<file path="src/neoB1Pkg.sv">
`default_nettype none

package neoB1Pkg;

	// Palette bus address
	// Upper 8 bits pick the palette, lower 4 bits pick the colour
	typedef logic [11:0] palIndexT;

	// Empty line buffer location, also the background colour
	localparam palIndexT LB_CLEAR = 12'hFFF;

	// Sprite strip serializer
	typedef enum logic
	{
		// Waiting for a strip
		SPR_IDLE,
		// Walking the 8 pixels of the latched strip
		SPR_EMIT
	} sprStateT;

	// Line scan of the palette mux
	typedef enum logic
	{
		// Between lines
		SCAN_IDLE,
		// One pixel read per clock
		SCAN_ACTIVE
	} scanStateT;

endpackage

`default_nettype wire

</file>
<file path="src/paletteAddressMux.sv">
`timescale 1ns/1ps
`default_nettype none

module paletteAddressMux #(
	parameter int LINE_WIDTH = 320,
	localparam int ADDR_W = $clog2(LINE_WIDTH)
) (
	input wire CLK_6MB,
	input wire nS1H1,
	input wire lineStart,
	input wire [7:0] fixData,
	input wire [3:0] fixPal,
	input wire cpuPalSel,
	input wire neoB1Pkg::palIndexT cpuPalAddr,
	output logic rdEn,
	output logic [ADDR_W-1:0] rdAddr,
	input wire neoB1Pkg::palIndexT rdData,
	output neoB1Pkg::palIndexT palAddr
);
	import neoB1Pkg::*;

	scanStateT state;
	logic [ADDR_W-1:0] pixCnt;
	// Stage 1, lines up with rdData
	logic s1Valid;
	logic [7:0] s1FixData;
	logic [3:0] s1FixPal;
	logic s1Odd;
	logic [3:0] fixNibble;
	palIndexT pixResult;
	// Stage 2, the registered pixel
	palIndexT palReg;

	// Pixel counter drives the buffer read directly
	assign rdEn = (state == SCAN_ACTIVE);
	assign rdAddr = pixCnt;

	always_ff @(posedge CLK_6MB or posedge nS1H1)
	begin
		if (nS1H1)
		begin
			state <= SCAN_IDLE;
			pixCnt <= '0;
		end
		else if (lineStart)
		begin
			// New line restarts the scan even mid-line
			state <= SCAN_ACTIVE;
			pixCnt <= '0;
		end
		else if (state == SCAN_ACTIVE)
		begin
			if (pixCnt == ADDR_W'(LINE_WIDTH - 1))
				state <= SCAN_IDLE;
			pixCnt <= pixCnt + 1'b1;
		end
	end

	always_ff @(posedge CLK_6MB or posedge nS1H1)
	begin
		if (nS1H1)
			s1Valid <= 1'b0;
		else
			s1Valid <= rdEn;
	end

	// Fix layer sampled with the read request
	always_ff @(posedge CLK_6MB)
	begin
		s1FixData <= fixData;
		s1FixPal <= fixPal;
		s1Odd <= pixCnt[0];
	end

	// Stands in for the half-pixel clock, odd pixels take the high nibble
	assign fixNibble = s1Odd ? s1FixData[7:4] : s1FixData[3:0];
	// Opaque fix wins over sprites
	assign pixResult = (fixNibble != 4'h0) ? {4'h0, s1FixPal, fixNibble} : rdData;

	always_ff @(posedge CLK_6MB or posedge nS1H1)
	begin
		if (nS1H1)
			palReg <= LB_CLEAR;
		else if (s1Valid)
			palReg <= pixResult;
		else
			palReg <= LB_CLEAR;
	end

	// CPU palette access beats everything, no register
	assign palAddr = cpuPalSel ? cpuPalAddr : palReg;

endmodule

`default_nettype wire

</file>
<file path="config.mk">
export PLATFORM = sky130hd
export DESIGN_NAME = paletteAddressMux
export DESIGN_NICKNAME = d
export VERILOG_FILES = /design/src/neoB1Pkg.sv /design/src/paletteAddressMux.sv
export SDC_FILE = /design/constraint.sdc
export NUM_CORES = 1
export LEC_CHECK = 0
export ABC_AREA = 1
export BUFFER_PORTS_ARGS = -buffer_cell sky130_fd_sc_hd__buf_2
export CORE_ASPECT_RATIO = 1.5
export CORE_MARGIN = 5
export CORE_UTILIZATION = 43
export DETAILED_ROUTE_END_ITERATION = 8
export PLACE_DENSITY = 0.72
export SYNTH_ARGS = -nofsm -noshare
export SYNTH_HDL_FRONTEND = slang
export SYNTH_SLANG_ARGS = --single-unit
</file>
<file path="constraint.sdc">
create_clock -name CLK_6MB -period 1.45 [get_ports CLK_6MB]
set_input_delay 0.29 -clock CLK_6MB [delete_from_list [all_inputs] [get_ports CLK_6MB]]
set_output_delay 0.29 -clock CLK_6MB [all_outputs]
set_load 0.005 [all_outputs]
</file>
==> flow_summary.ini <==
[timing]
rsz0062_at_grt = no
min_period_over_period_pct = 91.3
max_clock_freq_mhz = 756
tightest_slew_ns = 0.469
hold_viol = 0
setup_violations = 0
skew_ns = 0.00633
slew_violations = 0
max_slew_margin_pct = 68.7
period_minus_slack_ns = 1.32
tns_ns = 0

[logic_synthesis]
synth_edf_count = 0
synth_top_family_by_area = simple AND/OR/NAND/NOR gates
async_flop_share_pct = 63.9
yosys.area.top_type = dfstp_2
ys_seq_area_share_pct = 54.0
ys_ff_latch = 36
synth_cells = 151
synth.most_common_cell = nand2_1
syn-mean-instance-area_um2 = 10.4
netlist_area_um2 = 1580
synth_fa_ha_area_share_pct = 0.794
syn_nets = 192
synth_compound_area_share_pct = 3.18
synth-xor-area-share_pct = 0.556
muxShareOfSynthArea_pct = 8.58
synthFlopType = dfxtp_1
yosys_warnings = 0
synthDistinctLibCells = 23
netlist_top_cells_count = 31 x nand2_1, 16 x nand3_2, 13 x dfxtp_1
synth_area_leaders = dfstp_2 20%, dfrtp_1 17%, dfxtp_1 17%
yosys.area_share.simple_pct = 27.4
synth_top_area_share_pct = 20.0

[worst_setup_path]
cp_data_arrival_time_ns = 1.03
worst_r2r_endpoint = palReg[2]
r2r-start = s1Odd
reg2reg_slack_ns = 0.15
critPathKind = reg -> out
crit_required_ns = 1.16
r2r_cells = 7
critPathCapture = palAddr[5]
crit_path_end_kind = output pin
critPathLaunch = palReg[5]
start_kind = flip-flop
crit_path_max_fanout = 1

[global_routing]
antenna_found_initial = 0
grt_use_total_pct = 14.2
grt_pass1_wl_um = 5490
grt_pass1_vias = 1351
overflow = 0
grt_max_degree = 24

[final_layout]
fillers = 345
syn_to_final_growth_pct = 28.9
fin_cells = 265
drive_above_1_share_pct = 55.0
layout.nets = 262
n_antenna_cell = 0

[clock_tree]
numClockSinks = 36
cts_tree = done
h-tree-depth = 2
cts_buffers = 5
cts_root_buf = clkbuf_8
cts_resized = 0
clk_path_buf_depth = 2
ctsHoldBuffers = 0
clock_latency_ns = 0.28
post_cts_buffers = 0
path_clk_slew_ns = 0.07

[detailed_routing]
route.vias.total = 1253
drt-initial-drc-count = 14
drt-total-wl_um = 3150
wl_per_cell_um = 11.9
dr.pass1.iters = 4
drc = 0
via_per_inst = 4.73
ant_nets = 0

[pwr]
leakage_nw = 1.02
power_density_nw_per_um2 = 1040
irDropWorstVdd_mv = 0.864

[placed_design]
place_hpwl_um = 2480
placedCellCount = 257
io_buffers = 61
place.gp.congestion = 0.766

[hold_path]
hold_path_class = in -> async

[floorplan]
initial_core_util_pct = 43.6
die_w_um = 59.4
die_y_um = 84.1
die-area_um2 = 5000
io-pin-count = 62
coreArea_um2 = 3610
core.rowCount = 27

[status]
status = completed

[job]
maxCapViolCount = 0
## flip-flops by register name, indices dropped and copies added (netlist names)
name / cells
rdAddr: 9
rdEn: 1
palReg: 12
s1Odd: 1
s1Valid: 1
s1FixData: 8
s1FixPal: 4
## cells in the final DEF, fill, tap and decap left out
| cell type | synthesis | final |
|---|---|---|
| nor2_1 | 11 | 10 |
| inv_1 | 8 | 8 |
| nand2_2 | 2 | 2 |
| clkinvlp_4 | 0 | 2 |
| nor2_2 | 1 | 2 |
| ha_1 | 1 | 1 |
| nand3_1 | 12 | 12 |
| nor3_1 | 1 | 1 |
| nand2_1 | 31 | 31 |
| dfstp_2 | 12 | 12 |
| clkinv_1 | 1 | 1 |
| a21oi_1 | 7 | 7 |
| clkbuf_8 | 0 | 6 |
| mux2_2 | 12 | 12 |
| nand3_2 | 16 | 16 |
| o21ai_0 | 3 | 3 |
| inv_2 | 1 | 1 |
| dfxtp_1 | 13 | 13 |
| nor2_4 | 2 | 2 |
| nand3b_1 | 1 | 1 |
| buf_4 | 0 | 6 |
| xnor2_1 | 1 | 1 |
| buf_2 | 1 | 61 |
| dfrtp_1 | 11 | 11 |
## critical path, stage by stage (launching register included)
cell and delay [ns]:
dfstp_2 0.52, mux2_2 0.13, buf_2 0.10
## logic make-up (layout without fill, tap and decap cells)
logic type                 count (synthesis)  in the layout
DFF                                       36             36
AOI/OAI and AO/OA                         10             10
xor gates and xnor gates                   1              1
muxes                                     12             12
buffers and inverters                     14             85
adders and majority gates                  1              1
and+or+nand+nor                           77             77
## metal layers
| layer | global-route usage [%] | vias to the layer above | part of all wire (%) | routed length (µm) |
|---|---|---|---|---|
| met2 | 25.2 | 55 | 50 | 1570 |
| met4 | 5.57 | 0 | 1.5 | 46 |
| met1 | 14.0 | 559 | 36 | 1120 |
| met5 | 0 | - | 0 | 0 |
| met3 | 6.00 | 5 | 13 | 411 |
| li1 | - | 634 | - | - |
## per-stage QoR
step                hold slack, ns  util [%]  setup slack, ns  total power, W  instance area (µm²)
floorplan                    0.283         -            0.254         0.00129                 1580
global placement             0.335      53.4            0.157         0.00139                 1930
detailed placement           0.340      53.4            0.124         0.00140                 1930
CTS                         0.0250      56.1            0.102         0.00215                 2030
global route                0.0554      56.2          0.00820         0.00223                 2030
finish                      0.0250      56.2            0.127         0.00211                 2030
## worst min-delay path by stage
| stage | to | slack (ns) | cells after the start |
|---|---|---|---|
| floorplan | rdAddr[0] | 0.28 | 1 |
| global placement | rdAddr[1] | 0.33 | 3 |
| detailed placement | rdAddr[3] | 0.34 | 3 |
| CTS | rdAddr[3] | 0.02 | 3 |
| global route | rdAddr[3] | 0.06 | 3 |
| finish | rdAddr[3] | 0.03 | 3 |
## report_power, final
| part | switching [W] | leakage (nW) | internal (W) |
|---|---|---|---|
| combinational | 0.000141 | 0.598 | 0.000144 |
| sequential | 0.0000190 | 0.376 | 0.00107 |
| clock | 0.000350 | 0.0434 | 0.000384 |
| total | 0.000510 | 1.02 | 0.00160 |
## layout make-up
type / count / area [µm²] / share of cell area, %
sequential: 36 / 851 / 41.9
multi-input combinational: 101 / 641 / 31.5
timing repair buffer: 67 / 350 / 17.3
clock buffer: 6 / 82.6 / 4.07
tap: 43 / 53.8 / 2.65
inverter: 10 / 37.5 / 1.85
clock inverter: 2 / 15.0 / 0.739
(Power assumes the default switching activity.)
