File: src/watchdog.sv
`timescale 1ns/1ps
`default_nettype none

module watchdog #(
	parameter int WD_LIMIT = 8192,
	parameter int WD_PULSE = 16,
	localparam int IDLE_W = $clog2(WD_LIMIT + 1),
	localparam int PULSE_W = $clog2(WD_PULSE + 1)
) (
	input wire CLK_6MB,
	input wire nS1H1,
	input wire wdKick,
	output logic nHalt,
	output logic nReset
);

	// Cycles since the last kick
	logic [IDLE_W-1:0] idleCnt;
	// Reset pulse cycles left, non-zero while firing
	logic [PULSE_W-1:0] pulseCnt;
	logic firing;

	assign firing = (pulseCnt != '0);

	always_ff @(posedge CLK_6MB or posedge nS1H1)
	begin
		if (nS1H1)
		begin
			idleCnt <= '0;
			pulseCnt <= '0;
		end
		else if (firing)
		begin
			// Kicks are ignored during the pulse
			pulseCnt <= pulseCnt - 1'b1;
			idleCnt <= '0;
		end
		else if (wdKick)
			idleCnt <= '0;
		else if (idleCnt == IDLE_W'(WD_LIMIT - 1))
		begin
			// Timed out, start the pulse and rearm
			pulseCnt <= PULSE_W'(WD_PULSE);
			idleCnt <= '0;
		end
		else
			idleCnt <= idleCnt + 1'b1;
	end

	// Both lines drop together
	assign nHalt = !firing;
	assign nReset = !firing;

endmodule

`default_nettype wire

File: config.mk
export PLATFORM = sky130hd
export DESIGN_NAME = watchdog
export DESIGN_NICKNAME = d
export VERILOG_FILES = /design/src/watchdog.sv
export SDC_FILE = /design/constraint.sdc
export NUM_CORES = 1
export LEC_CHECK = 0
export BUFFER_PORTS_ARGS = -buffer_cell sky130_fd_sc_hd__buf_4
export CAP_MARGIN = 15
export CORE_UTILIZATION = 65
export CTS_BUF_LIST = sky130_fd_sc_hd__clkbuf_4 sky130_fd_sc_hd__clkbuf_8
export CTS_CLUSTER_DIAMETER = 60
export DETAILED_ROUTE_END_ITERATION = 6
export HOLD_SLACK_MARGIN = 0.15
export PLACE_DENSITY = 0.81
export SLEW_MARGIN = 20
export SYNTH_ARGS = -nofsm -noshare
export SYNTH_HDL_FRONTEND = slang
export SYNTH_SLANG_ARGS = --single-unit
File: constraint.sdc
create_clock -name CLK_6MB -period 3.6 [get_ports CLK_6MB]
set_input_delay 0.18 -clock CLK_6MB [delete_from_list [all_inputs] [get_ports CLK_6MB]]
set_output_delay 0.18 -clock CLK_6MB [all_outputs]
set_load 0.02 [all_outputs]
==> results.tsv, run 1 <==
metric	value	unit
coreArea	1330	um2
synth_edf_count	0	
finalCritPeriodShare	54.2	%
setup_tns	0	ns
maxSlewHeadroom	53.7	%
power_density	341	nW/um2
fmax	512	MHz
post_cts_resized	0	
wl_per_cell	13.2	um
cpPeakStageDelay	0.53	ns
ioPinCount	5	
syn_to_final_growth	7.42	%
ys_async_sr_fraction	100	%
p_leak	0.000468	uW
nFillCells	96	
cts-htree-levels	1	
yosys_most_used_dff	dfrtp_1	
synth_largest_type_area_fraction	50.3	%
design.die.area	1610	um2
grt_pass1_vias	557	
outcome	finished, final reports clean	
clk_latency	0.29	ns
ys_ff_latch	19	
ys.warnings.count	0	
rsz0062_at_grt	false	
n_antenna_cell	0	
rows	13	
synth.net_count	96	
cts_tree	yes	
clkTransAtPathRegs	0.10	ns
power.total	346	uW
grt_overflow	0	
cts_buffers	3	
cts_sinks	19	
crit_type	reg -> out	
clockBufferDepth	2	
cts_hold_buf	1	
cts_setup_buffers	0	
worstSetupEndpointType	output port	
peakVddDrop	0.277	mV
route.detailed.drc	0	
cp-start-kind	flip-flop	
antenna_found_initial	0	
drive_above_1_share	13.3	%
die-height	40.1	um
io_buffers	4	
worst_pin_slew	0.694	ns
start_util	70.8	%
avgViaCountPerCell	5.58	
die_x	40.1	um
grt_pass1_wl	2320	um
crit_family	simple AND/OR/NAND/NOR gates	
cp_max_fo	11	
finalNetCount	104	
grt_max_degree	20	
synth_cell_types	23	
avgSynthCellArea	10.4	um2
seq_area_frac_synth	50.3	%
setup_violations	0	
routed_wl	1490	um
maxCapViolations	0	
post-route-min-period	1.95	ns
syn_inst	91	
crit_required	3.42	ns
grt.total_usage	22.8	%
hpwl	1020	um
critical_path.n_buffers_inverters	2	
ant_nets	0	
cp.arrival	1.77	ns
drtPass1Iterations	4	
finClkSkew	0.00721	ns
num_vias	631	
clockRootBuffer	clkbuf_4	
cp_slowest_cell	nor4b_4	
yosys-top-cells-area	dfrtp_1, xor2_1, nor2_1	
synth_area_leader_cell	dfrtp_1	
maxSlewViolCount	0	
gp_congestion	0.795	
path_cells	inv_1 > ha_1 > nor4b_4 > buf_4	
first_iter_violations	16	
synth_area	945	um2
min_path_type	in -> reg	
hold_viol_final	0	
-- where the power goes --
group          total [uW]  leakage [uW]  internal, uW  switching, uW
clock network         112     0.0000184          50.6           61.4
logic                15.6      0.000187          5.96           9.68
registers             219      0.000263           216           2.72
-- cell usage in the layout, fill, tap and decap left out --
cell type / count
a21boi_0: 1
a21o_2: 1
and3_1: 1
and4_1: 3
buf_4: 4
clkbuf_4: 4
dfrtp_1: 19
dlygate4sd3_1: 1
ha_1: 2
inv_1: 5
nand2_1: 8
nand2b_2: 1
nand3_1: 4
nand4_1: 3
nor2_1: 18
nor3_1: 2
nor4_1: 2
nor4b_4: 1
o21ai_0: 1
o22ai_1: 1
o311ai_4: 1
or2_2: 1
xnor2_1: 6
xor2_1: 8
-- sequential cells by signal, summed over array words and instances (netlist names) --
signal,count
pulseCnt,5
idleCnt,14
-- Yosys cell counts, drive strengths merged, types with 2 or more instances --
library cell and n:
nand2 8, nor3 2, xor2 8, inv 5
nand3 4, nor2 18, buf 2, and4 3
xnor2 6, nand4 3, dfrtp 19, nor4 2
ha 2
-- final cells by class --
cell class / instances / area [um2] / area share [%]
well taps: 15 / 18.8 / 1.85
repair buffers: 5 / 40.0 / 3.95
inverters: 5 / 18.8 / 1.85
flip-flops and latches: 19 / 475 / 46.9
clock buffers: 4 / 30.0 / 2.96
multi-input cells: 65 / 432 / 42.5
-- per-layer routing --
metal	wire length (um)	track usage, %
met5	0	0
met4	26	10.3
met3	53	6.67
met2	679	36.3
met1	726	28.5
-- tightest hold or removal path, stage by stage --
cell and delay, ns:
buf_4 0.08, inv_1 0.06, nand2_1 0.06, nor2_1 0.04
-- logic make-up (layout without fill, tap and decap cells) --
| family | count (synthesis) | after routing | synth area share (%) |
|---|---|---|---|
| AOI/OAI and AO/OA | 5 | 5 | 5.70 |
| xor gates and xnor gates | 14 | 14 | 13.0 |
| adders and majority gates | 2 | 2 | 2.65 |
| buffers and inverters | 7 | 14 | 3.97 |
| DFF | 19 | 19 | 50.3 |
| and+or+nand+nor | 44 | 44 | 24.4 |
-- path summary, 6_finish.rpt --
path	cells past startpoint	startpoint	slack, ns	to
worst min-delay path	4	wdKick	0.16	idleCnt[12]
min in group asynchronous	3	nS1H1	0.55	idleCnt[4]
max in group asynchronous	3	nS1H1	2.61	idleCnt[2]
worst max-delay path	4	pulseCnt[0]	1.65	nHalt
worst max register to register	5	idleCnt[0]	1.70	idleCnt[11]
worst min register to register	1	idleCnt[0]	0.51	idleCnt[0]
-- metrics by stage --
| stage | instances | area, um2 | hold slack [ns] | setup WS (ns) | utilization, % |
|---|---|---|---|---|---|
| finish | 113 | 1010 | 0.163 | 1.65 | 76.1 |
| CTS | 113 | 1010 | 0.168 | 1.64 | 76.1 |
| global placement | 108 | 975 | 0.327 | 1.82 | 73.1 |
| floorplan | 91 | 945 | 0.131 | 1.81 | - |
| global route | 113 | 1010 | 0.178 | 1.52 | 76.1 |
| detailed placement | 108 | 975 | 0.337 | 1.76 | 73.1 |
Note: power is estimated with default switching activity, not from simulation.
==> inputs of run 2 (changes only) <==
--- a/config.mk
+++ b/config.mk
@@ -5,14 +5,15 @@
 export SDC_FILE = /design/constraint.sdc
 export NUM_CORES = 1
 export LEC_CHECK = 0
+export ABC_AREA = 1
 export BUFFER_PORTS_ARGS = -buffer_cell sky130_fd_sc_hd__buf_4
 export CAP_MARGIN = 15
-export CORE_UTILIZATION = 65
+export CORE_UTILIZATION = 62
 export CTS_BUF_LIST = sky130_fd_sc_hd__clkbuf_4 sky130_fd_sc_hd__clkbuf_8
 export CTS_CLUSTER_DIAMETER = 60
 export DETAILED_ROUTE_END_ITERATION = 6
 export HOLD_SLACK_MARGIN = 0.15
-export PLACE_DENSITY = 0.81
+export PLACE_DENSITY = 0.77
 export SLEW_MARGIN = 20
 export SYNTH_ARGS = -nofsm -noshare
 export SYNTH_HDL_FRONTEND = slang
==> constraint.sdc (replaced) <==
create_clock -name CLK_6MB -period 2 [get_ports CLK_6MB]
set_input_delay 0.1 -clock CLK_6MB [delete_from_list [all_inputs] [get_ports CLK_6MB]]
set_output_delay 0.1 -clock CLK_6MB [all_outputs]
set_load 0.02 [all_outputs]
==> results.tsv, run 2 <==
metric	value	unit	change
ys.warnings.count	0		unchanged
antenna_found_initial	0		unchanged
yosys_most_used_dff	dfrtp_1		
finalNetCount	146		+40%
cp.arrival	1.74	ns	-0.03 ns
wl_per_cell	11.1	um	-16%
ioPinCount	5		unchanged
grt_pass1_wl	3110	um	+34%
synth_common_cells	nand2_1, inv_1, dfrtp_1		
grt_overflow	0		unchanged
p_leak	0.000546	uW	+17%
yosysMostFrequentCell	nand2_1		
setup_tns	0	ns	unchanged
avgSynthCellArea	8.45	um2	-19%
top_register	idleCnt		
cp_max_fo	11		unchanged
finalNonFillerCells	164		+45%
rows	14		+1
synth_simple_gate_area_share	38.5	%	+14 points
drive_above_1_share	22.1	%	+8.9 points
synth_area_leader_cell	dfrtp_1		
maxCapViolations	0		unchanged
maxSlewViolCount	0		unchanged
setup_violations	0		unchanged
clk_latency	0.30	ns	about the same
ant_nets	0		unchanged
outcome	finished, final reports clean		
gp_congestion	0.815		+2.5%
grt_max_degree	20		unchanged
place_ws	0.450	ns	-1.31 ns
synth_compound_area_share	1.01	%	-4.7 points
power_density	527	nW/um2	+54%
layout_commonest_cell	nand2_1		
syn_to_final_growth	7.18	%	
clockBufferDepth	2		unchanged
synth_edf_count	0		unchanged
ys_ff_latch	19		unchanged
worstSetupEndpointType	flip-flop		
synth_mux_area_share	0	%	unchanged
num_vias	795		+26%
post-route-min-period	1.55	ns	
synth_adder_area_share	2.24	%	-0.40 points
reg_top3	idleCnt: 14 flops, pulseCnt: 5 flops		
synth_cell_types	22		-4.3%
coreArea	1590	um2	+20%
syn_inst	132		+45%
yosys-top-cells-area	dfrtp_1, nand2_1, nor2_4		
drtPass1Iterations	5		+1
layout_common_cells	nand2_1, inv_1, dfrtp_1, nor2_1, nand3_1		
crit_type	reg -> reg		
rsz0062_at_grt	false		
peakVddDrop	0.394	mV	+42%
maxSlewHeadroom	53.7	%	about the same
design.die.area	1970	um2	+23%
io_buffers	4		unchanged
route.detailed.drc	0		unchanged
die_x	44.4	um	+11%
avgViaCountPerCell	4.85		-13%
finalCritPeriodShare	77.6	%	
fin_ws	0.448	ns	-1.20 ns
crit_required	2.19	ns	-1.23 ns
synth.net_count	137		+43%
post_cts_resized	0		unchanged
hold_viol_final	0		unchanged
hpwl	1390	um	+36%
fmax	644	MHz	
seq_area_frac_synth	42.6	%	-7.7 points
power.total	630	uW	+82%
nFillCells	120		+25%
cts_tree	yes		
clockRootBuffer	clkbuf_4		
start_util	69.9	%	-0.89 points
cp-start-kind	flip-flop		
placedCellCount	158		+46%
synth_largest_type_area_fraction	42.6	%	-7.7 points
routed_wl	1820	um	+22%
grt_pass1_vias	712		+28%
die-height	44.4	um	+11%
first_iter_violations	11		-5
grt.total_usage	22.3	%	-0.49 points
worst_pin_slew	0.694	ns	+0.000600 ns
clkTransAtPathRegs	0.11	ns	about the same
cts_buffers	3		unchanged
min_path_type	in -> async		
ys_async_sr_fraction	100	%	unchanged
finClkSkew	0.00223	ns	-0.00498 ns
largest_reg_flops	14		unchanged
synth_top_family_by_area	simple AND/OR/NAND/NOR gates		
synth_xor_area_share	5.50	%	-7.5 points
synth_area	1110	um2	+18%
cts-htree-levels	1		unchanged
n_antenna_cell	0		unchanged
cts_sinks	19		unchanged
## run 2: cell types whose count changed after synthesis, sizes merged, moves of 2 or more
cell,before,now
xor2,8,6
xnor2,6,1
and4,3,0
nor4,2,0
nand3,4,13
nor2,18,29
nand2,8,29
inv,5,22
## run 2: through the flow
| stage | cell area (um2) | hold WS [ns] | util (%) |
|---|---|---|---|
| floorplan | 1110 | 0.0511 | - |
| global placement | 1150 | 0.241 | 72.0 |
| detailed placement | 1150 | 0.247 | 72.0 |
| CTS | 1190 | 0.472 | 75.0 |
| global route | 1190 | 0.495 | 75.0 |
| finish | 1190 | 0.459 | 75.0 |
## run 2: area by class of cell
cell class | count | area (um2) | area share [%]
clock buffer | 3 | 22.5 | 1.88
clock inverter | 1 | 5.00 | 0.419
inverter | 22 | 85.1 | 7.12
multi-input combinational | 89 | 527 | 44.1
sequential | 19 | 475 | 39.8
tap | 24 | 30.0 | 2.51
timing repair buffer | 6 | 50.0 | 4.19
## run 2: logic make-up after synthesis
logic type | Yosys count
compound gates | 2
xor+xnor | 7
fa+ha+maj | 2
buf+inv | 24
flops | 19
simple gates | 78
## run 2: report_power, final
group          switching [uW]  total, uW  internal [uW]
clock network             120        195           74.5
logic                    26.9       42.2           15.3
registers                4.07        393            389
## run 2: path summary, 6_finish.rpt
check	startpoint	end	slack, ns	depth (start not counted)
min reg2reg	idleCnt[0]	idleCnt[0]	0.48	1
max in group asynchronous	nS1H1	idleCnt[5]	1.10	3
min in group CLK_6MB	idleCnt[0]	idleCnt[0]	0.48	1
max	idleCnt[0]	idleCnt[13]	0.45	8
max reg2reg	idleCnt[0]	idleCnt[13]	0.45	8
min	nS1H1	pulseCnt[1]	0.46	3
## run 2: worst max-delay path, stage by stage, from the launching register on
cell and delay, ns:
dfrtp_1 0.40, ha_1 0.22, nand2_1 0.07, nor2_1 0.09, nand2_1 0.12, nor2_4 0.14
nand2_2 0.10, nand2_4 0.22, nor2_1 0.09
## run 2: timing repair
item                      in CTS  in global routing
hold buffers                   2                  0
hold endpoints to repair      23                  0
buffers inserted               0                  0
## run 2: layer usage
| layer | vias up | track usage (%) | wire length (um) |
|---|---|---|---|
| li1 | 420 | - | - |
| met1 | 365 | 32.1 | 901 |
| met2 | 6 | 32.9 | 855 |
| met3 | 4 | 2.45 | 24 |
| met4 | 0 | 12.7 | 34 |
| met5 | - | 0 | 0 |
