<file path="config.mk">
export PLATFORM = sky130hd
export DESIGN_NAME = spritePixelWriter_flat
export DESIGN_NICKNAME = d
export VERILOG_FILES = /design/src/neoB1Pkg.sv /design/src/lineBufferWriteIf.sv /design/src/spritePixelWriter.sv /design/src/flat_wrapper.sv
export SDC_FILE = /design/constraint.sdc
export NUM_CORES = 1
export LEC_CHECK = 0
export BUFFER_PORTS_ARGS = -buffer_cell sky130_fd_sc_hd__buf_4
export CORE_ASPECT_RATIO = 0.75
export CORE_MARGIN = 1.5
export CORE_UTILIZATION = 49
export DETAILED_ROUTE_END_ITERATION = 16
export MAX_ROUTING_LAYER = met4
export PLACE_DENSITY = 0.79
export SLEW_MARGIN = 20
export SYNTH_ARGS = -nofsm -noshare
export SYNTH_HDL_FRONTEND = slang
export SYNTH_SLANG_ARGS = --single-unit
</file>
<file path="constraint.sdc">
create_clock -name CLK_6MB -period 4.5 [get_ports CLK_6MB]
set_clock_uncertainty 0.15 [all_clocks]
set_input_delay 0.9 -clock CLK_6MB [delete_from_list [all_inputs] [get_ports CLK_6MB]]
set_output_delay 0.9 -clock CLK_6MB [all_outputs]
set_load 0.02 [all_outputs]
</file>
<file path="src/neoB1Pkg.sv">
`default_nettype none

package neoB1Pkg;

	// Palette bus address
	// Upper 8 bits pick the palette, lower 4 bits pick the colour
	typedef logic [11:0] palIndexT;

	// Empty line buffer location, also the background colour
	localparam palIndexT LB_CLEAR = 12'hFFF;

	// Sprite strip serializer
	typedef enum logic
	{
		// Waiting for a strip
		SPR_IDLE,
		// Walking the 8 pixels of the latched strip
		SPR_EMIT
	} sprStateT;

	// Line scan of the palette mux
	typedef enum logic
	{
		// Between lines
		SCAN_IDLE,
		// One pixel read per clock
		SCAN_ACTIVE
	} scanStateT;

endpackage

`default_nettype wire

</file>
<file path="src/lineBufferWriteIf.sv">
`timescale 1ns/1ps
`default_nettype none

interface lineBufferWriteIf #(
	parameter int LINE_WIDTH = 320,
	localparam int ADDR_W = $clog2(LINE_WIDTH)
);
	import neoB1Pkg::*;

	// Write request, held stable until accepted
	logic valid;
	// Low only while the banks swap
	logic ready;
	logic [ADDR_W-1:0] addr;
	palIndexT data;

	// Sprite side
	modport source (output valid, output addr, output data, input ready);

	// Line buffer side
	modport sink (input valid, input addr, input data, output ready);

endinterface

`default_nettype wire

</file>
<file path="src/spritePixelWriter.sv">
`timescale 1ns/1ps
`default_nettype none

module spritePixelWriter #(
	parameter int LINE_WIDTH = 320,
	localparam int ADDR_W = $clog2(LINE_WIDTH)
) (
	input wire CLK_6MB,
	input wire nS1H1,
	input wire sprValid,
	output logic sprReady,
	input wire [ADDR_W-1:0] sprX,
	input wire [7:0] sprPal,
	input wire [31:0] sprGfx,
	lineBufferWriteIf.source lbWr
);
	import neoB1Pkg::*;

	sprStateT state;
	// Latched strip
	logic [ADDR_W-1:0] stripX;
	logic [7:0] stripPal;
	logic [31:0] stripGfx;
	// Pixel being looked at, 0 is the lowest nibble
	logic [2:0] pixIdx;
	logic [3:0] pixColour;
	// One extra bit so strips hanging off the right edge can be caught
	logic [ADDR_W:0] pixAddr;
	logic pixInRange;
	logic pixOpaque;
	logic advance;

	assign pixColour = stripGfx[{pixIdx, 2'b00} +: 4];
	assign pixAddr = {1'b0, stripX} + (ADDR_W + 1)'(pixIdx);
	assign pixInRange = pixAddr < (ADDR_W + 1)'(LINE_WIDTH);
	// Colour 0 is see-through
	assign pixOpaque = pixColour != 4'h0;

	// Only opaque, on-screen pixels cost a write
	assign lbWr.valid = (state == SPR_EMIT) && pixOpaque && pixInRange;
	assign lbWr.addr = pixAddr[ADDR_W-1:0];
	assign lbWr.data = {stripPal, pixColour};

	// Skipped pixels move on at once, real writes wait for the buffer
	assign advance = !lbWr.valid || lbWr.ready;
	assign sprReady = (state == SPR_IDLE);

	always_ff @(posedge CLK_6MB or posedge nS1H1)
	begin
		if (nS1H1)
		begin
			state <= SPR_IDLE;
			pixIdx <= '0;
		end
		else
		begin
			case (state)
				SPR_IDLE:
				begin
					if (sprValid)
					begin
						state <= SPR_EMIT;
						pixIdx <= '0;
					end
				end
				SPR_EMIT:
				begin
					if (advance)
					begin
						// Last nibble done, ready for the next strip
						if (pixIdx == 3'd7)
							state <= SPR_IDLE;
						pixIdx <= pixIdx + 3'd1;
					end
				end
				default: state <= SPR_IDLE;
			endcase
		end
	end

	// Strip capture on handshake
	always_ff @(posedge CLK_6MB)
	begin
		if (sprValid && sprReady)
		begin
			stripX <= sprX;
			stripPal <= sprPal;
			stripGfx <= sprGfx;
		end
	end

endmodule

`default_nettype wire

</file>
<file path="src/flat_wrapper.sv">
// flat-port wrapper written by rule: the top's interface ports become plain ports
module spritePixelWriter_flat import neoB1Pkg::*;
#(
	parameter int LINE_WIDTH = 320,
	localparam int ADDR_W = $clog2(LINE_WIDTH)
)
  (CLK_6MB, nS1H1, sprValid, sprReady, sprX, sprPal, sprGfx, lbWr_valid, lbWr_addr, lbWr_data, lbWr_ready);
  lineBufferWriteIf #(.LINE_WIDTH(LINE_WIDTH)) lbWr_i ();
  input wire CLK_6MB;
  input wire nS1H1;
  input wire sprValid;
  output logic sprReady;
  input wire [ADDR_W-1:0] sprX;
  input wire [7:0] sprPal;
  input wire [31:0] sprGfx;
  output wire logic [$bits(lbWr_i.valid)-1:0] lbWr_valid;
  output wire logic [$bits(lbWr_i.addr)-1:0] lbWr_addr;
  output wire logic [$bits(lbWr_i.data)-1:0] lbWr_data;
  input wire logic [$bits(lbWr_i.ready)-1:0] lbWr_ready;
  assign lbWr_valid = lbWr_i.valid;
  assign lbWr_addr = lbWr_i.addr;
  assign lbWr_data = lbWr_i.data;
  assign lbWr_i.ready = lbWr_ready;
  spritePixelWriter #(.LINE_WIDTH(LINE_WIDTH)) u_core (.CLK_6MB(CLK_6MB), .nS1H1(nS1H1), .sprValid(sprValid), .sprReady(sprReady), .sprX(sprX), .sprPal(sprPal), .sprGfx(sprGfx), .lbWr(lbWr_i));
endmodule
</file>
==> results of run 1 <==
layer usage:
metal  up-vias  routed length [um]
li1        629                   -
met4         0                  65
met1       627                1792
met2        62                1954
met3         7                 307
met5         -                   0
Yosys cell counts:
master,instances
a21o_1,2
nand4_1,1
fa_1,1
or4_4,1
a22o_1,1
clkbuf_1,2
a21oi_1,1
inv_1,7
o21ai_0,1
nor2b_1,2
dfrtp_1,4
nor4_1,2
ha_1,5
mux2_2,4
nor2_1,7
mux4_2,8
edfxtp_1,49
nand2_1,3
buf_6,1
nand3_1,1
xnor2_1,5
a32o_1,2
a31oi_1,1
or4_1,1
o21bai_1,1
a311o_1,1
and3_1,1
a41o_1,1
nand4b_1,1
xor2_1,2
final timing paths:
path                                                     end  slack (ps)  cells past startpoint                          from
worst max-delay path                              lbWr_valid         590                      9  u_core.pixIdx[0]$_DFFE_PP0P_
worst min-delay path            u_core.pixIdx[2]$_DFFE_PP0P_         330                      2                         nS1H1
worst max register to register  u_core.pixIdx[0]$_DFFE_PP0P_        1280                      8  u_core.pixIdx[0]$_DFFE_PP0P_
worst min register to register  u_core.pixIdx[1]$_DFFE_PP0P_         430                      1  u_core.pixIdx[1]$_DFFE_PP0P_
max in group asynchronous             u_core.state$_DFF_PP0_        3720                      2                         nS1H1
min in group CLK_6MB            u_core.pixIdx[1]$_DFFE_PP0P_         430                      1  u_core.pixIdx[1]$_DFFE_PP0P_
per-stage QoR:
step | area (um^2) | total power, mW | instances
2_1_floorplan | 2181 | 1.101 | 119
3_3_place_gp | 2809 | 1.302 | 247
3_5_place_dp | 2809 | 1.322 | 247
4_1_cts | 2917 | 1.638 | 254
5_1_grt | 2917 | 1.701 | 254
6_report | 2917 | 1.627 | 254
power breakdown:
group          switching, mW  internal (mW)  total, mW
clock                  0.151          0.165      0.316
sequential            0.0752          0.619      0.694
combinational          0.303          0.314      0.617
sequential cells by signal, summed over array words and instances, names as in the netlist:
| signal | flops |
|---|---|
| u_core.stripX | 9 |
| u_core.state | 1 |
| u_core.stripGfx | 32 |
| u_core.pixIdx | 3 |
| u_core.stripPal | 8 |
cells by family (layout without fill, tap and decap cells):
| family | Yosys count | after routing | synth area share [%] |
|---|---|---|---|
| XOR/XNOR | 7 | 7 | 2.811 |
| multiplexers | 12 | 12 | 10.33 |
| AO/OA/AOI/OAI | 11 | 11 | 4.016 |
| buffers and inverters | 10 | 90 | 2.066 |
| flip-flops | 53 | 53 | 72.06 |
| AND/OR/NAND/NOR | 20 | 20 | 4.934 |
| adder cells (fa/ha/maj) | 6 | 6 | 3.787 |
area by class of cell:
type / instances / area [um^2] / area share [%]
inverters: 7 / 26.28 / 0.9009
well taps: 55 / 68.82 / 2.360
clock inverters: 2 / 38.79 / 1.330
multi-input cells: 56 / 571.8 / 19.61
flip-flops and latches: 53 / 1572 / 53.88
repair buffers: 76 / 570.5 / 19.56
clock buffers: 5 / 68.82 / 2.360
cells in the final DEF, fill, tap and decap left out, drive strengths merged, types with 3 or more instances in the layout:
cell type,n
edfxtp,49
dfrtp,4
mux2,4
xnor2,5
clkbuf,5
ha,5
inv,8
nand2,3
mux4,8
nor2,7
buf,76
==> summary.txt, run 1 <==
Clock network
  – CTS Root Cell: clkbuf_8
  – Later-pin clock latency in the skew report: 300 ps
  – Resized Gates After CTS: 0
  – Num CTS Buffers: 5
  – CTS Hold Bufs: 0
  – Clock tree buffer depth: 2
  – Post-CTS Setup Inserts: 0
  – Clk sinks: 53
  – CTS tree: yes
  – Clk slew on worst S/H paths: 90 ps
  – H-tree Lvls: 2

Floorplan
  – # IOs: 76
  – DIE AREA: 4864 um^2
  – Die W: 80.04 um
  – Core Box Area: 4154 um^2
  – Die height: 60.78 um
  – Num rows: 20
  – Starting Density: between 50% and 60%

Synth
  – Synth Net Count: 178
  – Synth unique cells: 30
  – Sequential fraction of the synthesis area: 72.06%
  – Area contributors post-synth: edfxtp_1, mux4_2, dfrtp_1
  – Synth Cell Area: about 2200 um^2
  – Yosys top cell area share: roughly two thirds
  – #FFs+latches synth: 53
  – YS warnings: 0
  – Post-Synthesis Cells: approximately 120
  – Yosys top cell by area: edfxtp_1
  – Syn_area_per_cell: 18.33 um^2

Final layout
  – Area grow syn2layout: 33.74%
  – Nets@finish: 258
  – Fill count: 298
  – Antenna diode count: 0
  – Post-layout util: a little over two thirds
  – Layout cells sized above 1: 48.74%

Outcome
  – Outcome: completed

Routing
  – First-pass detailed-route iteration total: 4
  – Mean number of vias per cell: 5.217
  – Vias: 1325
  – DRT antenna net count: 0
  – DRC: 0
  – Starting DRT DRC Count: 54
  – DR WL/cell: 16.22 um
  – Final WL: just over 4000 um

Setup path
  – Top delay family on crit path: flip-flops
  – CP cell instances: ha_1 -> inv_1 -> fa_1 -> nor2b_1 -> o21bai_1 -> a311o_1 -> nand2_1 -> nor2_1 -> buf_4
  – CP max stage cell: dfrtp_1
  – Kind of critical path: reg2out
  – Critical path fanouts, max: 12
  – WP data required: 3450 ps
  – Setup crit start kind: flop
  – CP Capture Type: output port
  – WP buf/inv: 2
  – WP data arrival: 2860 ps
  – Max incr delay on CP: about 760 ps

GRT
  – First-pass GRT wire length: 6396 um
  – Initial antenna violation count: 0
  – Total global-route track usage: 19.00%
  – Grt peak-use layer: met2
  – GRT met1 Usage: between 20% and 30%
  – Met2 global-route usage: 31.21%
  – Largest net degree at the start of global routing: 31
  – Global Route met3 Usage: 4.962%
  – Vias in the first global route: 1375
  – Total grt overflow: 0

Min path
  – Hold WC Path Type: in2async

STA
  – Post-route minimum period: ~4000 ps
  – Hold Vio Cnt, Final: 0
  – RSZ-0062 raised after global routing: no
  – Hold Worst Slack: 327.9 ps
  – Final Max Slew Viols: 0
  – FMAX: 0.2556 GHz
  – Crit share post-route: 86.94%
  – Fin worst setup slack: 587.6 ps
  – TNS Setup: 0 ps
  – Tightest Pin Transition: ~640 ps
  – # setup viols final: 0
  – Rel. slew slack: 57.14%

Power
  – Leak pwr: 1.170 nW
  – P per Cell Area: approximately 560 nW/um^2
  – IR drop worst, VDD: 0.2915 mV

Placement
  – Post-DP HPWL: 3067 um
  – Post-Place Setup Slack: 936.5 ps
  – I/O Buffers: 75
  – RD Place Congestion: slightly below 0.9

Run
  – Max Cap Viol: 0
Note: power is estimated with default switching activity, not from simulation.
==> run 2: changes to the inputs <==
--- a/config.mk
+++ b/config.mk
@@ -5,13 +5,14 @@
 export SDC_FILE = /design/constraint.sdc
 export NUM_CORES = 1
 export LEC_CHECK = 0
+export ABC_AREA = 1
 export BUFFER_PORTS_ARGS = -buffer_cell sky130_fd_sc_hd__buf_4
 export CORE_ASPECT_RATIO = 0.75
 export CORE_MARGIN = 1.5
-export CORE_UTILIZATION = 49
+export CORE_UTILIZATION = 51
 export DETAILED_ROUTE_END_ITERATION = 16
 export MAX_ROUTING_LAYER = met4
-export PLACE_DENSITY = 0.79
+export PLACE_DENSITY = 0.8
 export SLEW_MARGIN = 20
 export SYNTH_ARGS = -nofsm -noshare
 export SYNTH_HDL_FRONTEND = slang
==> constraint.sdc (replaced) <==
create_clock -name CLK_6MB -period 4.2 [get_ports CLK_6MB]
set_clock_uncertainty 0.15 [all_clocks]
set_input_delay 0.84 -clock CLK_6MB [delete_from_list [all_inputs] [get_ports CLK_6MB]]
set_output_delay 0.84 -clock CLK_6MB [all_outputs]
set_load 0.02 [all_outputs]
==> summary.txt, run 2 <==
Clock network
  – H-tree Lvls: 2 (unchanged)
  – Resized Gates After CTS: 0 (unchanged)
  – Later-pin clock latency in the skew report: 300 ps (about the same)
  – CTS Root Cell: clkbuf_8
  – Clock tree buffer depth: 2 (unchanged)
  – CTS Hold Bufs: 0 (unchanged)
  – Clk sinks: 53 (unchanged)
  – Post-CTS Setup Inserts: 0 (unchanged)
  – CTS tree: yes
  – Clk slew on worst S/H paths: 90 ps (about the same)
  – Num CTS Buffers: 5 (unchanged)

GRT
  – First-pass GRT wire length: 7555 um (+18%)
  – Total grt overflow: 0 (unchanged)
  – Total global-route track usage: 18.93% (-0.071 points)
  – Vias in the first global route: 1784 (+30%)
  – Largest net degree at the start of global routing: 50 (+61%)
  – Initial antenna violation count: 0 (unchanged)

Setup path
  – CP Capture Type: output port
  – Kind of critical path: reg2out
  – Cell mode on critical path: nand2_1
  – R2R depth: 13 (+5)
  – Setup crit start kind: flop
  – CP cell instances: inv_2 -> fa_1 -> inv_1 -> nand2_1 -> nand2_1 -> nand3b_1 -> nand2_1 -> nand2_1 -> a21oi_2 -> and2_1 -> buf_4
  – CP max stage cell: dfrtp_1
  – Critical path fanouts, max: 12 (unchanged)
  – WP data arrival: 2570 ps (-290 ps)
  – Max incr delay on CP: 620 ps (-140 ps)
  – WP data required: 3210 ps (-240 ps)

Placement
  – DP Cell Count: 360 (+46%)
  – I/O Buffers: 75 (unchanged)
  – RD Place Congestion: 0.8847 (-0.38%)
  – Post-DP HPWL: 3329 um (+8.5%)
  – Post-Place Setup Slack: 989.8 ps (+53.35 ps)

Synth
  – Synth async-reset ratio: 7.547% (unchanged)
  – Sequential fraction of the synthesis area: 63.82% (-8.2 points)
  – #FFs+latches synth: 53 (unchanged)
  – Synth Net Count: 291 (+63%)
  – Most frequent cells after synthesis: nand2_1, edfxtp_1, inv_1
  – Yosys top cell area share: 59.76% (-7.7 points)
  – Dominant synthesized flop cell: edfxtp_1
  – Synth Cell Area: 2462 um^2 (+13%)
  – Area contributors post-synth: edfxtp_1, nand2_1, inv_1
  – Yosys top cell by area: edfxtp_1
  – Post-Synthesis Cells: 232 (+95%)
  – Synth unique cells: 25 (-17%)
  – EDFF count, synth: 49 (unchanged)
  – Syn_area_per_cell: 10.61 um^2 (-42%)
  – YS warnings: 0 (unchanged)
  – Most common cell in the netlist: nand2_1

Floorplan
  – DIE AREA: 5258 um^2 (+8.1%)
  – Num rows: 21 (+5.0%)
  – Die W: 83.24 um (+4.0%)
  – Core Box Area: 4546 um^2 (+9.4%)
  – Starting Density: 54.17% (+1.7 points)
  – # IOs: 76 (unchanged)
  – Die height: 63.18 um (+3.9%)

Final layout
  – Antenna diode count: 0 (unchanged)
  – Most flops, register: u_core.stripGfx
  – Post-layout util: 69.12% (-1.1 points)
  – Fill count: 331 (+11%)
  – Area grow syn2layout: 27.59%
  – Largest registers: u_core.stripGfx (32), u_core.stripX (9), u_core.stripPal (8)
  – Max FFs per register: 32 (unchanged)
  – Most common cell after layout, fill and taps aside: buf_4
  – Most frequent cells in the layout: buf_4, nand2_1, edfxtp_1
  – Finished Layout Cells: 367 (+44%)
  – Layout cells sized above 1: 33.23% (-16 points)
  – Nets@finish: 369 (+43%)

STA
  – Final Max Slew Viols: 0 (unchanged)
  – FMAX: 0.2812 GHz
  – Fin worst setup slack: 644.1 ps (+56.50 ps)
  – Tightest Pin Transition: 1002 ps (+358.6 ps)
  – # setup viols final: 0 (unchanged)
  – RSZ-0062 raised after global routing: no
  – Hold Vio Cnt, Final: 0 (unchanged)
  – TNS Setup: 0 ps (unchanged)
  – Rel. slew slack: 33.13% (-24 points)
  – Post-route minimum period: about 3600 ps
  – Crit share post-route: 84.67%

Routing
  – Vias: 1793 (+35%)
  – DR WL/cell: 12.51 um (-23%)
  – Starting DRT DRC Count: 111 (+110%)
  – Final WL: 4592 um (+11%)
  – DRT antenna net count: 0 (unchanged)
  – DRC: 0 (unchanged)
  – Mean number of vias per cell: 4.886 (-6.3%)
  – First-pass detailed-route iteration total: 4 (unchanged)

Power
  – Leak pwr: 1.488 nW (+27%)
  – IR drop worst, VDD: 0.3347 mV (+15%)
  – Design Power: 1.891 mW (+16%)
  – P per Cell Area: 601.8 nW/um^2 (+7.9%)

Min path
  – Hold WC Path Type: in2async

Run
  – Max Cap Viol: 0 (unchanged)

Outcome
  – Outcome: completed
## run 2: cell types whose count changed after synthesis, sizes merged, moves of 4 or more
| cell | delta |
|---|---|
| nand3 | +25 |
| mux4 | -8 |
| mux2 | -4 |
| buf | +4 |
| inv | +34 |
| xnor2 | -4 |
| nand2 | +80 |
## run 2: logic make-up after synthesis
kind of cell	after synthesis	synth area share, %
AOI/OAI and AO/OA	3	0.9150
xor gates and xnor gates	4	1.423
adders and majority gates	6	3.354
buffers and inverters	46	8.485
DFF	53	63.82
and+or+nand+nor	120	22.00
## run 2: area by class of cell
type                            instances  area, um^2  share of cell area [%]
Timing Repair Buffer                   76       570.5                   18.16
Tap cell                               57       71.32                   2.270
Multi-Input combinational cell        133       681.9                   21.70
Clock buffer                            5       68.82                   2.190
Inverter                               41       161.4                   5.137
Clock inverter                          2       16.27                  0.5177
Sequential cell                        53        1572                   50.02
## run 2: through the flow
stage	hold slack, ps	instance area (um^2)
5_1_grt	294.9	3142
2_1_floorplan	430.9	2462
4_1_cts	272.4	3142
3_3_place_gp	472.7	3057
3_5_place_dp	494.8	3057
6_report	273.3	3142
## run 2: where the power goes
| group | total, mW | internal [mW] | switching [mW] |
|---|---|---|---|
| sequential | 0.738 | 0.675 | 0.0629 |
| combinational | 0.878 | 0.339 | 0.538 |
| clock | 0.275 | 0.115 | 0.160 |
## run 2: path summary, 6_finish.rpt
| path | start | to | slack (ps) |
|---|---|---|---|
| worst max-delay path | u_core.pixIdx[1]$_DFFE_PP0P_ | lbWr_valid | 640 |
| worst min-delay path | nS1H1 | u_core.pixIdx[1]$_DFFE_PP0P_ | 270 |
| worst max register to register | u_core.pixIdx[1]$_DFFE_PP0P_ | u_core.pixIdx[0]$_DFFE_PP0P_ | 1630 |
| worst min register to register | u_core.state$_DFF_PP0_ | u_core.state$_DFF_PP0_ | 520 |
| max in group asynchronous | nS1H1 | u_core.pixIdx[2]$_DFFE_PP0P_ | 3470 |
| min in group CLK_6MB | u_core.state$_DFF_PP0_ | u_core.state$_DFF_PP0_ | 520 |
## run 2: per-layer routing
layer  GRT usage, %  wire length, um  vias up
met5              -                0        -
met2          32.72             2346       62
met1          22.00             1891      831
met3          5.242              313        5
li1               -                -      895
met4          5.208               40        0
## run 2: worst max-delay path, delay by kind of cell (launching register included)
family / cells / cell delay [ps]
buffers and inverters: 3 / 380
AOI/OAI and AO/OA: 1 / 210
and+or+nand+nor: 6 / 570
DFF: 1 / 620
adders and majority gates: 1 / 490
==> run 3: changes to the inputs <==
--- a/config.mk
+++ b/config.mk
@@ -9,10 +9,10 @@
 export BUFFER_PORTS_ARGS = -buffer_cell sky130_fd_sc_hd__buf_4
 export CORE_ASPECT_RATIO = 0.75
 export CORE_MARGIN = 1.5
-export CORE_UTILIZATION = 51
+export CORE_UTILIZATION = 46
 export DETAILED_ROUTE_END_ITERATION = 16
 export MAX_ROUTING_LAYER = met4
-export PLACE_DENSITY = 0.8
+export PLACE_DENSITY = 0.76
 export SLEW_MARGIN = 20
 export SYNTH_ARGS = -nofsm -noshare
 export SYNTH_HDL_FRONTEND = slang
==> constraint.sdc (replaced) <==
create_clock -name CLK_6MB -period 2.85 [get_ports CLK_6MB]
set_clock_uncertainty 0.15 [all_clocks]
set_input_delay 0.57 -clock CLK_6MB [delete_from_list [all_inputs] [get_ports CLK_6MB]]
set_output_delay 0.57 -clock CLK_6MB [all_outputs]
set_load 0.02 [all_outputs]
==> summary.txt, run 3 (same netlist as run 2, synthesis figures left out) <==
Outcome
  – Outcome: completed

Clock network
  – CTS Root Cell: clkbuf_8
  – Clk sinks: 53 (unchanged)
  – Num CTS Buffers: 5 (unchanged)
  – Later-pin clock latency in the skew report: 310 ps (about the same)
  – CTS tree: yes
  – H-tree Lvls: 2 (unchanged)
  – Clock tree buffer depth: 2 (unchanged)
  – Clk slew on worst S/H paths: 100 ps (about the same)

Setup path
  – WP data arrival: 2100 ps (-470 ps)
  – Kind of critical path: reg2out
  – CP Capture Type: output port
  – Setup crit start kind: flop
  – WP data required: 2130 ps (-1080 ps)
  – Critical path fanouts, max: 3 (-9)

GRT
  – Global Route met3 Usage: 3.995% (-1.2 points)
  – Total grt overflow: 0 (unchanged)
  – Initial antenna violation count: 0 (unchanged)
  – Largest net degree at the start of global routing: 33 (-34%)
  – Total global-route track usage: 16.95% (-2.0 points)
  – Grt peak-use layer: met2
  – GRT met1 Usage: 22.63% (+0.63 points)
  – First-pass GRT wire length: 7100 um (-6.0%)
  – Met2 global-route usage: 25.29% (-7.4 points)
  – Vias in the first global route: 1633 (-8.5%)

Final layout
  – Nets@finish: 377 (+2.2%)
  – Area grow syn2layout: 32.52%
  – Max FFs per register: 32 (unchanged)
  – Most common cell after layout, fill and taps aside: buf_4
  – Antenna diode count: 0 (unchanged)
  – Largest registers: u_core.stripGfx (32), u_core.stripX (9), u_core.stripPal (8)
  – Most flops, register: u_core.stripGfx
  – Layout cells sized above 1: 38.56% (+5.3 points)
  – Most frequent cells in the layout: buf_4, nand2_1, edfxtp_1
  – Post-layout util: 65.13% (-4.0 points)

Floorplan
  – Die W: 87.48 um (+5.1%)
  – Starting Density: 49.15% (-5.0 points)
  – Num rows: 22 (+4.8%)
  – Die height: 66.36 um (+5.0%)
  – DIE AREA: 5805 um^2 (+10%)
  – # IOs: 76 (unchanged)
  – Core Box Area: 5010 um^2 (+10%)

Placement
  – Post-DP HPWL: 3419 um (+2.7%)
  – RD Place Congestion: 0.8512 (-3.8%)
  – I/O Buffers: 75 (unchanged)

STA
  – # setup viols final: 0 (unchanged)
  – Tightest Pin Transition: 627.7 ps (-373.9 ps)
  – Crit share post-route: between 90% and 100%
  – Hold Worst Slack: 281.3 ps (+7.989 ps)
  – FMAX: approximately 0.35 GHz
  – Final Max Slew Viols: 0 (unchanged)
  – RSZ-0062 raised after global routing: yes
  – Rel. slew slack: 58.09% (+25 points)
  – Post-route minimum period: approximately 2800 ps
  – Hold Vio Cnt, Final: 0 (unchanged)

Min path
  – Hold WC Path Type: in2reg

Routing
  – DR WL/cell: 11.55 um (-7.7%)
  – DRC: 0 (unchanged)
  – Vias: 1782 (-0.61%)
  – DRT antenna net count: 0 (unchanged)
  – Final WL: 4518 um (-1.6%)
  – Starting DRT DRC Count: 99 (-11%)
  – Mean number of vias per cell: 4.558 (-6.7%)
  – First-pass detailed-route iteration total: 4 (unchanged)

Power
  – Leak pwr: 1.535 nW (+3.1%)
  – IR drop worst, VDD: 0.3949 mV (+18%)
  – P per Cell Area: 885.1 nW/um^2 (+47%)

Run
  – Max Cap Viol: 0 (unchanged)
-- run 3: changes by cell type in the layout (fill, tap and decap cells not counted), moves of 2 or more --
| cell | previous run | this run |
|---|---|---|
| buf_4 | 76 | 82 |
| inv_1 | 38 | 36 |
| inv_2 | 2 | 4 |
| nand2_1 | 73 | 68 |
| nand2_2 | 10 | 15 |
| nand3_1 | 25 | 23 |
| nand3_2 | 0 | 2 |
-- run 3: cell type report --
type                       instances  area (um^2)
clock inverter                     3        21.27
inverter                          41        161.4
multi-input combinational        133        711.9
sequential                        53         1573
timing repair buffer              84        636.9
fill                             415         1747
clock buffer                       5        68.82
tap                               72        90.09
-- run 3: metrics by stage --
step	instance area, um^2	TNS [ps]	power [mW]	worst slack, ps	cells
global route	3263	-101.4	3.106	-101.4	391
floorplan	2462	0	2.004	90.16	232
detailed placement	3098	0	2.426	187.1	378
global placement	3098	0	2.395	265.1	378
finish	3263	0	2.888	27.93	391
CTS	3221	0	2.866	6.369	389
-- run 3: worst paths after layout --
kind,startpoint,to,slack [ps],cells after the start
hold / removal,sprGfx[29],u_core.stripGfx[29]$_DFFE_PP_,280,1
max in group asynchronous,nS1H1,u_core.pixIdx[2]$_DFFE_PP0P_,1830,3
min in group asynchronous,nS1H1,u_core.pixIdx[0]$_DFFE_PP0P_,550,3
setup reg to reg,u_core.pixIdx[0]$_DFFE_PP0P_,u_core.pixIdx[2]$_DFFE_PP0P_,640,16
hold reg to reg,u_core.state$_DFF_PP0_,u_core.state$_DFF_PP0_,490,1
setup / recovery,u_core.pixIdx[0]$_DFFE_PP0P_,lbWr_valid,30,13
-- run 3: layer usage --
metal  wire (um)  part of all wire [%]
met3         237                   5.2
met1        2079                    46
met2        2134                    47
met4          68                   1.5
met5           0                     0
-- run 3: repair_timing --
| action | in CTS | in global routing |
|---|---|---|
| pin swaps | 2 | 9 |
| hold buffers | 1 | 0 |
| endpoints found under the hold margin | 4 | 0 |
| setup buffers | 2 | 2 |
| setup endpoints to repair | 1 | 1 |
| gates resized for setup | 3 | 11 |
-- run 3: where the power goes --
group / leakage (nW) / switching, mW / total (mW) / internal (mW)
sequential: 0.488 / 0.0658 / 1.06 / 0.994
combinational: 1.00 / 0.845 / 1.41 / 0.566
clock: 0.0462 / 0.243 / 0.418 / 0.175
total: 1.53 / 1.15 / 2.89 / 1.73
-- run 3: worst max-delay path, cell delays in order, from the launching register on --
cell and delay, ps:
dfrtp_1 360, ha_2 190, inv_2 40, fa_2 360, inv_2 60, nand2_2 50, nand2_2 90, nand2_2 60
nor2_1 100, nand2_1 70, nand2_2 80, a21oi_2 60, and2_4 150, buf_6 120
